===== src/source/mx_pkg.sv =====
// Matrix sizes, derived counts and shared types for the input reshaping buffer
package mx_pkg;

    // Matrix and block shape
    localparam int ELEM_W    = 16;
    localparam int BLOCK     = 2;
    localparam int NUM_CORES = 2;
    localparam int ROWS      = 8;
    localparam int COLS      = 8;

    // Derived counts
    localparam int PAIRS  = ROWS / BLOCK;
    localparam int GROUPS = COLS / (BLOCK * NUM_CORES);
    localparam int BEATS  = PAIRS * GROUPS;

    localparam int ROW_AW  = $clog2(ROWS);
    localparam int COL_AW  = $clog2(COLS);
    localparam int PAIR_W  = (PAIRS > 1) ? $clog2(PAIRS) : 1;
    localparam int GROUP_W = (GROUPS > 1) ? $clog2(GROUPS) : 1;

    typedef logic [ELEM_W-1:0] elem_t;

    // Element 0 in the low bits
    typedef elem_t [COLS-1:0] row_t;

    typedef struct packed {
        elem_t top_left;
        elem_t top_right;
        elem_t bot_left;
        elem_t bot_right;
    } block_t;

    // Lane 0 in the low bits
    typedef block_t [NUM_CORES-1:0] slice_beat_t;

    typedef logic [ROW_AW-1:0]  row_addr_t;
    typedef logic [COL_AW-1:0]  col_addr_t;
    typedef logic [PAIR_W-1:0]  pair_idx_t;
    typedef logic [GROUP_W-1:0] group_idx_t;

    typedef enum logic [1:0] {
        IDLE,
        FILL,
        SLICE
    } buf_state_t;

endpackage

===== src/source/n2r_input_stage.sv =====
// Input stage of the matrix-multiply accelerator
// Registers the incoming strobes and row, then reshapes through the buffer
`timescale 1ns/10ps

module n2r_input_stage (
    input  logic                clk,
    input  logic                rst_n,
    input  logic                start,
    input  logic                row_valid,
    input  mx_pkg::row_t        in_row,
    output logic                out_valid,
    output logic                pair_done,
    output logic                done,
    output logic                busy,
    output mx_pkg::slice_beat_t out_beat
);

    logic         start_q;
    logic         row_valid_q;
    mx_pkg::row_t in_row_q;

    // Registered input strobes
    always_ff @(posedge clk or negedge rst_n) begin
        if (!rst_n) begin
            start_q     <= 1'b0;
            row_valid_q <= 1'b0;
        end else begin
            start_q     <= start;
            row_valid_q <= row_valid;
        end
    end

    // Row data only moves with its strobe
    always_ff @(posedge clk) begin
        if (row_valid) begin
            in_row_q <= in_row;
        end
    end

    n2r_buffer_i u_buffer (
        .clk       (clk),
        .rst_n     (rst_n),
        .start     (start_q),
        .row_valid (row_valid_q),
        .in_row    (in_row_q),
        .out_valid (out_valid),
        .pair_done (pair_done),
        .done      (done),
        .busy      (busy),
        .out_beat  (out_beat)
    );

endmodule


===== src/source/n2r_buffer_i.sv =====
// Normal-to-ready buffer for the input matrix
// Stores rows in order, then emits one 2x2 block per core on each beat
`timescale 1ns/10ps

module n2r_buffer_i (
    input  logic                clk,
    input  logic                rst_n,
    input  logic                start,
    input  logic                row_valid,
    input  mx_pkg::row_t        in_row,
    output logic                out_valid,
    output logic                pair_done,
    output logic                done,
    output logic                busy,
    output mx_pkg::slice_beat_t out_beat
);

    // Control tag that follows each read through the RAM and output register
    typedef struct packed {
        logic valid;
        logic last_pair;
        logic last_beat;
    } tag_t;

    mx_pkg::buf_state_t state_q;
    mx_pkg::buf_state_t state_d;

    mx_pkg::row_addr_t  row_cnt;
    mx_pkg::pair_idx_t  pair_idx;
    mx_pkg::group_idx_t group_idx;
    logic               drain_q;

    logic               ram_we;
    mx_pkg::row_addr_t  read_addr0;
    mx_pkg::row_addr_t  read_addr1;
    mx_pkg::row_t       ram_dout0;
    mx_pkg::row_t       ram_dout1;

    logic               issue;
    logic               last_row;
    logic               last_group;
    logic               last_pair_idx;
    tag_t               tag_in;
    tag_t [1:0]         tag_q;
    mx_pkg::group_idx_t grp_q;
    mx_pkg::slice_beat_t beat_d;
    logic               done_q;

    assign last_row      = (row_cnt == mx_pkg::row_addr_t'(mx_pkg::ROWS - 1));
    assign last_group    = (group_idx == mx_pkg::group_idx_t'(mx_pkg::GROUPS - 1));
    assign last_pair_idx = (pair_idx == mx_pkg::pair_idx_t'(mx_pkg::PAIRS - 1));

    // Addresses go out every SLICE cycle until the final beat is issued
    assign issue = (state_q == mx_pkg::SLICE) && !drain_q;

    always_comb begin
        state_d = state_q;
        case (state_q)
            mx_pkg::IDLE: begin
                if (start) begin
                    state_d = mx_pkg::FILL;
                end
            end
            mx_pkg::FILL: begin
                if (row_valid && last_row) begin
                    state_d = mx_pkg::SLICE;
                end
            end
            mx_pkg::SLICE: begin
                // Leave once the last beat has left the output register
                if (tag_q[1].valid && tag_q[1].last_beat) begin
                    state_d = mx_pkg::IDLE;
                end
            end
            default: state_d = mx_pkg::IDLE;
        endcase
    end

    always_ff @(posedge clk or negedge rst_n) begin
        if (!rst_n) begin
            state_q <= mx_pkg::IDLE;
        end else begin
            state_q <= state_d;
        end
    end

    // Row counter for the fill phase
    always_ff @(posedge clk or negedge rst_n) begin
        if (!rst_n) begin
            row_cnt <= '0;
        end else if (state_q == mx_pkg::IDLE && start) begin
            row_cnt <= '0;
        end else if (ram_we) begin
            row_cnt <= last_row ? '0 : row_cnt + 1'b1;
        end
    end

    // Column group steps first, row pair second
    always_ff @(posedge clk or negedge rst_n) begin
        if (!rst_n) begin
            group_idx <= '0;
            pair_idx  <= '0;
            drain_q   <= 1'b0;
        end else if (state_q == mx_pkg::IDLE && start) begin
            group_idx <= '0;
            pair_idx  <= '0;
            drain_q   <= 1'b0;
        end else if (issue) begin
            if (last_group) begin
                group_idx <= '0;
                if (last_pair_idx) begin
                    pair_idx <= '0;
                    drain_q  <= 1'b1;
                end else begin
                    pair_idx <= pair_idx + 1'b1;
                end
            end else begin
                group_idx <= group_idx + 1'b1;
            end
        end
    end

    assign ram_we     = (state_q == mx_pkg::FILL) && row_valid;
    assign read_addr0 = mx_pkg::row_addr_t'(mx_pkg::BLOCK * pair_idx);
    assign read_addr1 = mx_pkg::row_addr_t'(mx_pkg::BLOCK * pair_idx + 1);

    row_ram u_ram (
        .clk        (clk),
        .we         (ram_we),
        .write_addr (row_cnt),
        .read_addr0 (read_addr0),
        .read_addr1 (read_addr1),
        .din        (in_row),
        .dout0      (ram_dout0),
        .dout1      (ram_dout1)
    );

    assign tag_in.valid     = issue;
    assign tag_in.last_pair = last_group;
    assign tag_in.last_beat = last_group && last_pair_idx;

    // Stage 0 lines up with RAM read data, stage 1 with the output register
    always_ff @(posedge clk or negedge rst_n) begin
        if (!rst_n) begin
            tag_q <= '0;
        end else begin
            tag_q[0] <= tag_in;
            tag_q[1] <= tag_q[0];
        end
    end

    always_ff @(posedge clk) begin
        if (issue) begin
            grp_q <= group_idx;
        end
    end

    // Lane c takes columns 2(g*NUM_CORES+c) and the next one from both rows
    always_comb begin
        mx_pkg::col_addr_t col;
        for (int c = 0; c < mx_pkg::NUM_CORES; c++) begin
            col = mx_pkg::col_addr_t'(mx_pkg::BLOCK * (int'(grp_q) * mx_pkg::NUM_CORES + c));
            beat_d[c].top_left  = ram_dout0[col];
            beat_d[c].top_right = ram_dout0[col + 1'b1];
            beat_d[c].bot_left  = ram_dout1[col];
            beat_d[c].bot_right = ram_dout1[col + 1'b1];
        end
    end

    always_ff @(posedge clk) begin
        if (tag_q[0].valid) begin
            out_beat <= beat_d;
        end
    end

    always_ff @(posedge clk or negedge rst_n) begin
        if (!rst_n) begin
            done_q <= 1'b0;
        end else begin
            done_q <= tag_q[1].valid && tag_q[1].last_beat;
        end
    end

    assign out_valid = tag_q[1].valid;
    assign pair_done = tag_q[1].valid && tag_q[1].last_pair;
    assign done      = done_q;
    assign busy      = (state_q != mx_pkg::IDLE);

endmodule


===== src/source/row_ram.sv =====
// Row storage RAM for the reshaping buffer
// One synchronous write port, two read ports with one cycle of latency
`timescale 1ns/10ps

module row_ram (
    input  logic                      clk,
    input  logic                      we,
    input  logic [mx_pkg::ROW_AW-1:0] write_addr,
    input  logic [mx_pkg::ROW_AW-1:0] read_addr0,
    input  logic [mx_pkg::ROW_AW-1:0] read_addr1,
    input  mx_pkg::row_t              din,
    output mx_pkg::row_t              dout0,
    output mx_pkg::row_t              dout1
);

    // One full matrix row per entry
    mx_pkg::row_t mem [mx_pkg::ROWS];

    always_ff @(posedge clk) begin
        if (we) begin
            mem[write_addr] <= din;
        end
    end

    // Upper row of the pair
    always_ff @(posedge clk) begin
        dout0 <= mem[read_addr0];
    end

    // Lower row of the pair
    always_ff @(posedge clk) begin
        dout1 <= mem[read_addr1];
    end

endmodule


===== config.mk =====
export PLATFORM = sky130hd
export DESIGN_NAME = n2r_input_stage
export DESIGN_NICKNAME = d
export VERILOG_FILES = /design/src/source/mx_pkg.sv /design/src/source/n2r_input_stage.sv /design/src/source/n2r_buffer_i.sv /design/src/source/row_ram.sv
export SDC_FILE = /design/constraint.sdc
export NUM_CORES = 1
export LEC_CHECK = 0
export BUFFER_PORTS_ARGS = -buffer_cell sky130_fd_sc_hd__buf_2
export CAP_MARGIN = 20
export CORE_MARGIN = 5
export CORE_UTILIZATION = 50
export DETAILED_ROUTE_END_ITERATION = 12
export PLACE_DENSITY = 0.78
export SLEW_MARGIN = 20
export SYNTH_ARGS = -nofsm -noshare
export SYNTH_HDL_FRONTEND = slang
export SYNTH_SLANG_ARGS = --single-unit
export TNS_END_PERCENT = 100

===== constraint.sdc =====
create_clock -name clk -period 15.6 [get_ports clk]
set_input_delay 2.34 -clock clk [delete_from_list [all_inputs] [get_ports clk]]
set_output_delay 2.34 -clock clk [all_outputs]
set_load 0.1 [all_outputs]

Word-level counts from Yosys, hierarchy flattened

Memory sizes are Yosys's and may differ from the RTL's. A register that Yosys moved wholly into a read port is not among the register bits.
Cells that the tools add are included.

Word-level logic and storage cells: 103
Memories kept: 1
Memory bits (writable): 1,024
Output and inout bits: 132
Input bits: 132
Bits in registers: 275

Memories:

| name               | depth | bits a word | read ports | clocked after Yosys merged registers in | wr ports | line          | source |
|---|---|---|---|---|---|---|---|
| u_buffer.u_ram.mem | 8     | 128         | 2          | 2                                       | 1        | row_ram.sv:17 | `mx_pkg::row_t mem [mx_pkg::ROWS];` |

Muxes and demuxes: 36
Magnitude comparators: 4
$add $sub $neg: 7
Reductions and logical operators: 17
Equality and inequality tests: 7

Operators with widths:

| operator                                                    | count |
|---|---|
| binary-select mux 16 bit (select 3 bit)                     | 4 |
| 2-to-1 mux 16 bit                                           | 10 |
| binary-select mux 16 bit (select 2 bit)                     | 2 |
| less-than comparator 3 x 4 -> 1 bit (second input constant) | 4 |
| 2-to-1 mux 2 bit                                            | 7 |
| adder 3 x 1 -> 3 bit (second input constant)                | 4 |
| nonzero test 2 bit                                          | 5 |
| 2-to-1 mux 1 bit                                            | 9 |
| 2-to-1 mux 3 bit                                            | 3 |
| logical AND 1 bit                                           | 7 |
| case mux 2 bit (3 select lines)                             | 1 |
| AND reduction 3 bit                                         | 2 |
| adder 2 x 1 -> 2 bit (second input constant)                | 2 |
| == test 2 bit (second input constant)                       | 2 |
| != test 2 bit (second input constant)                       | 2 |
| == test 3 bit (second input constant)                       | 1 |
| == test 2 x 1 -> 1 bit (second input constant)              | 1 |
| logical NOT 2 bit                                           | 1 |
| != test 2 x 1 -> 1 bit (second input constant)              | 1 |
| AND reduction 2 bit                                         | 1 |
| adder 1 bit (second input constant)                         | 1 |
| logical NOT 1 bit                                           | 1 |

Depth between registers and ports, before layout

Depth in word-level cells: 5
Gate-level depth with buffers: 6
Mapped depth without buffers: 5

Hierarchy

A second synthesis with hierarchy kept.

Cell total of the unflattened synthesis: 2,659
Area total of the unflattened synthesis: 62,725.2 um^2

By module, submodules not included:

| module          | cells an instance | area each (um^2) | times used | seq. area each (um^2) |
|---|---|---|---|---|
| row_ram         | 2,203             | 52,733.1         | 1          | 35,874.4 |
| n2r_buffer_i    | 326               | 6,098.3          | 1          | 4,274.1 |
| n2r_input_stage | 130               | 3,893.7          | 1          | 3,893.7 |

Least setup slack after synthesis

No wires, ideal clock.

Kind: register -> register
Start: reg u_buffer.state_q[1]
End: mem u_buffer.u_ram.mem[1][0] (netlist bit), enable pin
Period minus slack after synthesis: 10,280 ps
Required time: 14,829 ps
Cell stages (with the launch flop): 4
Setup time: 771 ps
Slack: 5,320 ps
Arrival time: 9,509 ps
Path buffers: 0
Cell sequence: dfrtp_1 > nor2b_1 > nand3_1 > nor3_1

Cells in the longest elaborated chain, start to end: 4

Ends and longest elaborated chain:

| element                                | line                | source |
|---|---|---|
| start, declared                        | n2r_buffer_i.sv:25  | `mx_pkg::buf_state_t state_q;` |
| start signal, assigned                 | n2r_buffer_i.sv:81  | `state_q <= mx_pkg::IDLE;` |
| start signal, assigned                 | n2r_buffer_i.sv:83  | `state_q <= state_d;` |
| == test 2 x 1 -> 1 bit                 | n2r_buffer_i.sv:123 | `assign ram_we = (state_q == mx_pkg::FILL) && row_valid;` |
| logical AND 1 bit                      | n2r_buffer_i.sv:123 |  |
| 2-to-1 mux 1 bit                       | row_ram.sv:20       | `if (we) begin` |
| 2-to-1 mux 1 bit (not written as such) | row_ram.sv:21       | `mem[write_addr] <= din;` |
| end, declared                          | row_ram.sv:17       |  |

Every way passes these cells.

Worst setup path in the final report

Start: reg u_buffer.state_q[0]
End: out busy

Cells in the longest elaborated chain, start to end: 1

Ends and longest elaborated chain:

| element            | line                  | source |
|---|---|---|
| nonzero test 2 bit | n2r_buffer_i.sv:187   | `assign busy = (state_q != mx_pkg::IDLE);` |
| end, declared      | n2r_input_stage.sv:14 | `output logic busy,` |

Every way passes these cells.

==> metrics <==
CP required=13.26 ns; Reg clk slew, reported paths=0.06 ns; Worst setup EP type=primary output; initial antenna violation count=5; largest net degree at the start of global routing=117; period utilization=27.1%; R2R depth=3; TritonRoute pass-1 iters=5; setup violators final=0; DRC=0; Die ar.=112,000 um^2; cell count after synthesis=2,059; routed wire length=99,400 um; Initial Util=50.2%; first-pass GRT wire length=149,000 um; Port Buffer Count=263; commonest non-fill, non-tap cell in the layout=edfxtp_1; CP Launch Point=u_buffer.state_q[0]; cell depth of the worst hold path=0; post-place setup slack=11.53 ns; most frequent cells in the layout=edfxtp_1 (1,281), buf_2 (262), dfxtp_1 (256); outcome=complete, no violations; Max FO, Critical Path=12; minimum clock period=4.23 ns; initial DRC count=1,890; Vert. Die Dim=334 um; max cap viols=0; worst reg-to-reg setup slack=11.99 ns; r2r endpoint=u_buffer.u_ram.dout0[40]; Die X=334 um; aggregate negative setup slack=0 ns; post-synthesis xor/xnor area fraction=0.0167%; Primary FF master, synth=edfxtp_1; Clock Path Buffers=3; slew margin rel.=31.7%; layout cells sized above 1=30.2%; worst-margin pin slew=1.03 ns; syn avg cell area=25.5 um^2; final clock skew=0.0247 ns; met1 usage=23.1%; per-cell routed wire length=25.2 um; Slowest-stage cell, CP=dfrtp_1; Worst R2R Start=u_buffer.pair_idx[0]; largest cells by area after synthesis=edfxtp_1 (73%), dfxtp_1 (9.7%), mux4_1 (6.6%); Arr. time, crit path=1.89 ns; clock latency at the later pin of the worst-skew pair=0.74 ns; largest family of logic cells by synthesized area=multiplexers; biggest area consumer among synthesized cells=edfxtp_1; storage element area=44,100 um^2; Post-CTS Setup Bufs=0; Post-synth EDFFs=1,281; post-synthesis compound-gate area fraction=0.145%; # hold bufs at CTS=0; CTS Buf Count=148; post-synthesis mux area share=14.7%; vias in the first global route=23,265; CTS Root Cell=clkbuf_16; num ports=264; met3 Track Usage GR=3.51%; pwr/cell area=156 nW/um^2; simple-gate area share of the yosys netlist=0.286%; vias=21,713; Distinct cells, synth=31; FF+latch count, synth=1,555; post-synthesis sequential area ratio=83.8%; Layout area overhead=14.8%; fmax=236 MHz; CTS tree=done; footprint of the multi-input gates=8050 um^2; crit path to=busy; post-synthesis adder-cell area fraction=0.0714%; HP Class=reg -> reg; largest stage delay on the critical path=0.54 ns; CP bufs+invs=1; Mapped Nets=2,194; post-detail-place hpwl=52,200 um; Setup WS post-layout=11.37 ns; final hold viol count=0; CP Launch Type=flop; via/cell ratio=5.50; stages on the worst setup path=2; routability congestion estimate=0.729; gr busiest metal=met2; cells along the critical path=or2_2, buf_2; # rows=119; Clock Sinks=1,555; Cell Area, Synth=52,600 um^2; cts repair resizes=0; kind of critical path=reg -> out; H-Tree Level Count=4; fillers=7,227; RSZ-0062 raised after global routing=false; GRT Total Usage=17.9%; nets@finish=2,568; grt ovf=0; fin. max-slew vios=0; GRT met2 Usage=30.9%; area of the core=105,000 um^2; leak pwr=20.1 nW; Syn. warnings=0; asr flop ratio synth=1.16%; area share of the leading cell type in the synthesized netlist=73.2%; antenna-violating nets left=0; CP delay by family, top=flip-flops; Max IR drop VDD=0.0000947 V
==> report_power, final <==
group | leakage (nW) | switching [mW] | total, mW | internal [mW]
logic | 3.57 | 0.406 | 0.608 | 0.202
registers | 14.1 | 0.167 | 5.24 | 5.07
clock network | 2.39 | 1.47 | 3.56 | 2.10
total | 20.1 | 2.04 | 9.41 | 7.37
==> cell usage after synthesis (6+ instances only) <==
master    count
dfxtp_1     256
dfrtp_1      18
clkbuf_1      6
a22o_1        6
nor2_1       13
mux4_1      132
mux4_2      124
mux2_2      128
buf_6        23
buf_2        38
edfxtp_1   1281
==> final cells by class <==
type,instances,share of cell area [%]
Clock buffer,203,6.84
Timing Repair Buffer,297,2.66
Inverter,2,0.0124
Antenna cell,2,0.00829
Tap cell,1391,2.88
Multi-Input combinational cell,429,13.3
Clock inverter,70,1.28
Sequential cell,1555,73.0
==> metrics by stage <==
stage | hold slack [ns] | total power [mW] | area [um^2] | instances | util (%)
2_1_floorplan | 0.331 | 5.70 | 52600 | 2059 | -
3_3_place_gp | 0.338 | 5.87 | 55500 | 3674 | 52.9
3_5_place_dp | 0.340 | 5.94 | 55500 | 3674 | 52.9
4_1_cts | 0.353 | 9.50 | 60400 | 3947 | 57.6
5_1_grt | 0.379 | 9.75 | 60400 | 3948 | 57.6
6_report | 0.353 | 9.41 | 60400 | 3949 | 57.6
==> logic make-up (layout without fill, tap and decap cells) <==
| logic type | Yosys count | in the layout |
|---|---|---|
| xor gates and xnor gates | 1 | 1 |
| and+or+nand+nor | 29 | 29 |
| buffers and inverters | 75 | 572 |
| muxes | 386 | 386 |
| AOI/OAI and AO/OA | 10 | 10 |
| other | 0 | 2 |
| adders and majority gates | 3 | 3 |
| DFF | 1555 | 1555 |
==> how the worst min path moves through the flow <==
stage | startpoint | endpoint | slack, ns
5_1_grt | u_buffer.tag_q[0] | u_buffer.tag_q[3] | 0.38
4_1_cts | u_buffer.tag_q[0] | u_buffer.tag_q[3] | 0.35
3_5_place_dp | u_buffer.tag_q[0] | u_buffer.tag_q[3] | 0.34
2_1_floorplan | u_buffer.tag_q[0] | u_buffer.tag_q[3] | 0.33
3_3_place_gp | u_buffer.tag_q[0] | u_buffer.tag_q[3] | 0.34
6_report | u_buffer.tag_q[0] | u_buffer.tag_q[3] | 0.35
==> worst register-to-register path, cell delays in order (launching register included) <==
cell and delay, ns:
dfrtp_4 1.03, buf_12 0.65, buf_4 1.09, mux4_1 0.70
==> sequential cells by signal, summed over array words and instances, names as in the netlist <==
signal	count
u_buffer.pair_idx	2
u_buffer.u_ram.mem	1024
u_buffer.group_idx	1
u_buffer.grp_q	1
u_buffer.out_valid	1
u_buffer.state_q	2
u_buffer.u_ram.dout0	128
u_buffer.out_beat	128
start_q	1
u_buffer.tag_q	5
u_buffer.u_ram.dout1	128
u_buffer.drain_q	1
u_buffer.done	1
in_row_q	128
u_buffer.row_cnt	3
row_valid_q	1
==> per-layer routing <==
metal	vias to the layer above	wire, um
li1	9387	-
met1	11435	39200
met2	725	52100
met3	166	5590
met4	0	2530
met5	-	0
(Power assumes the default switching activity.)
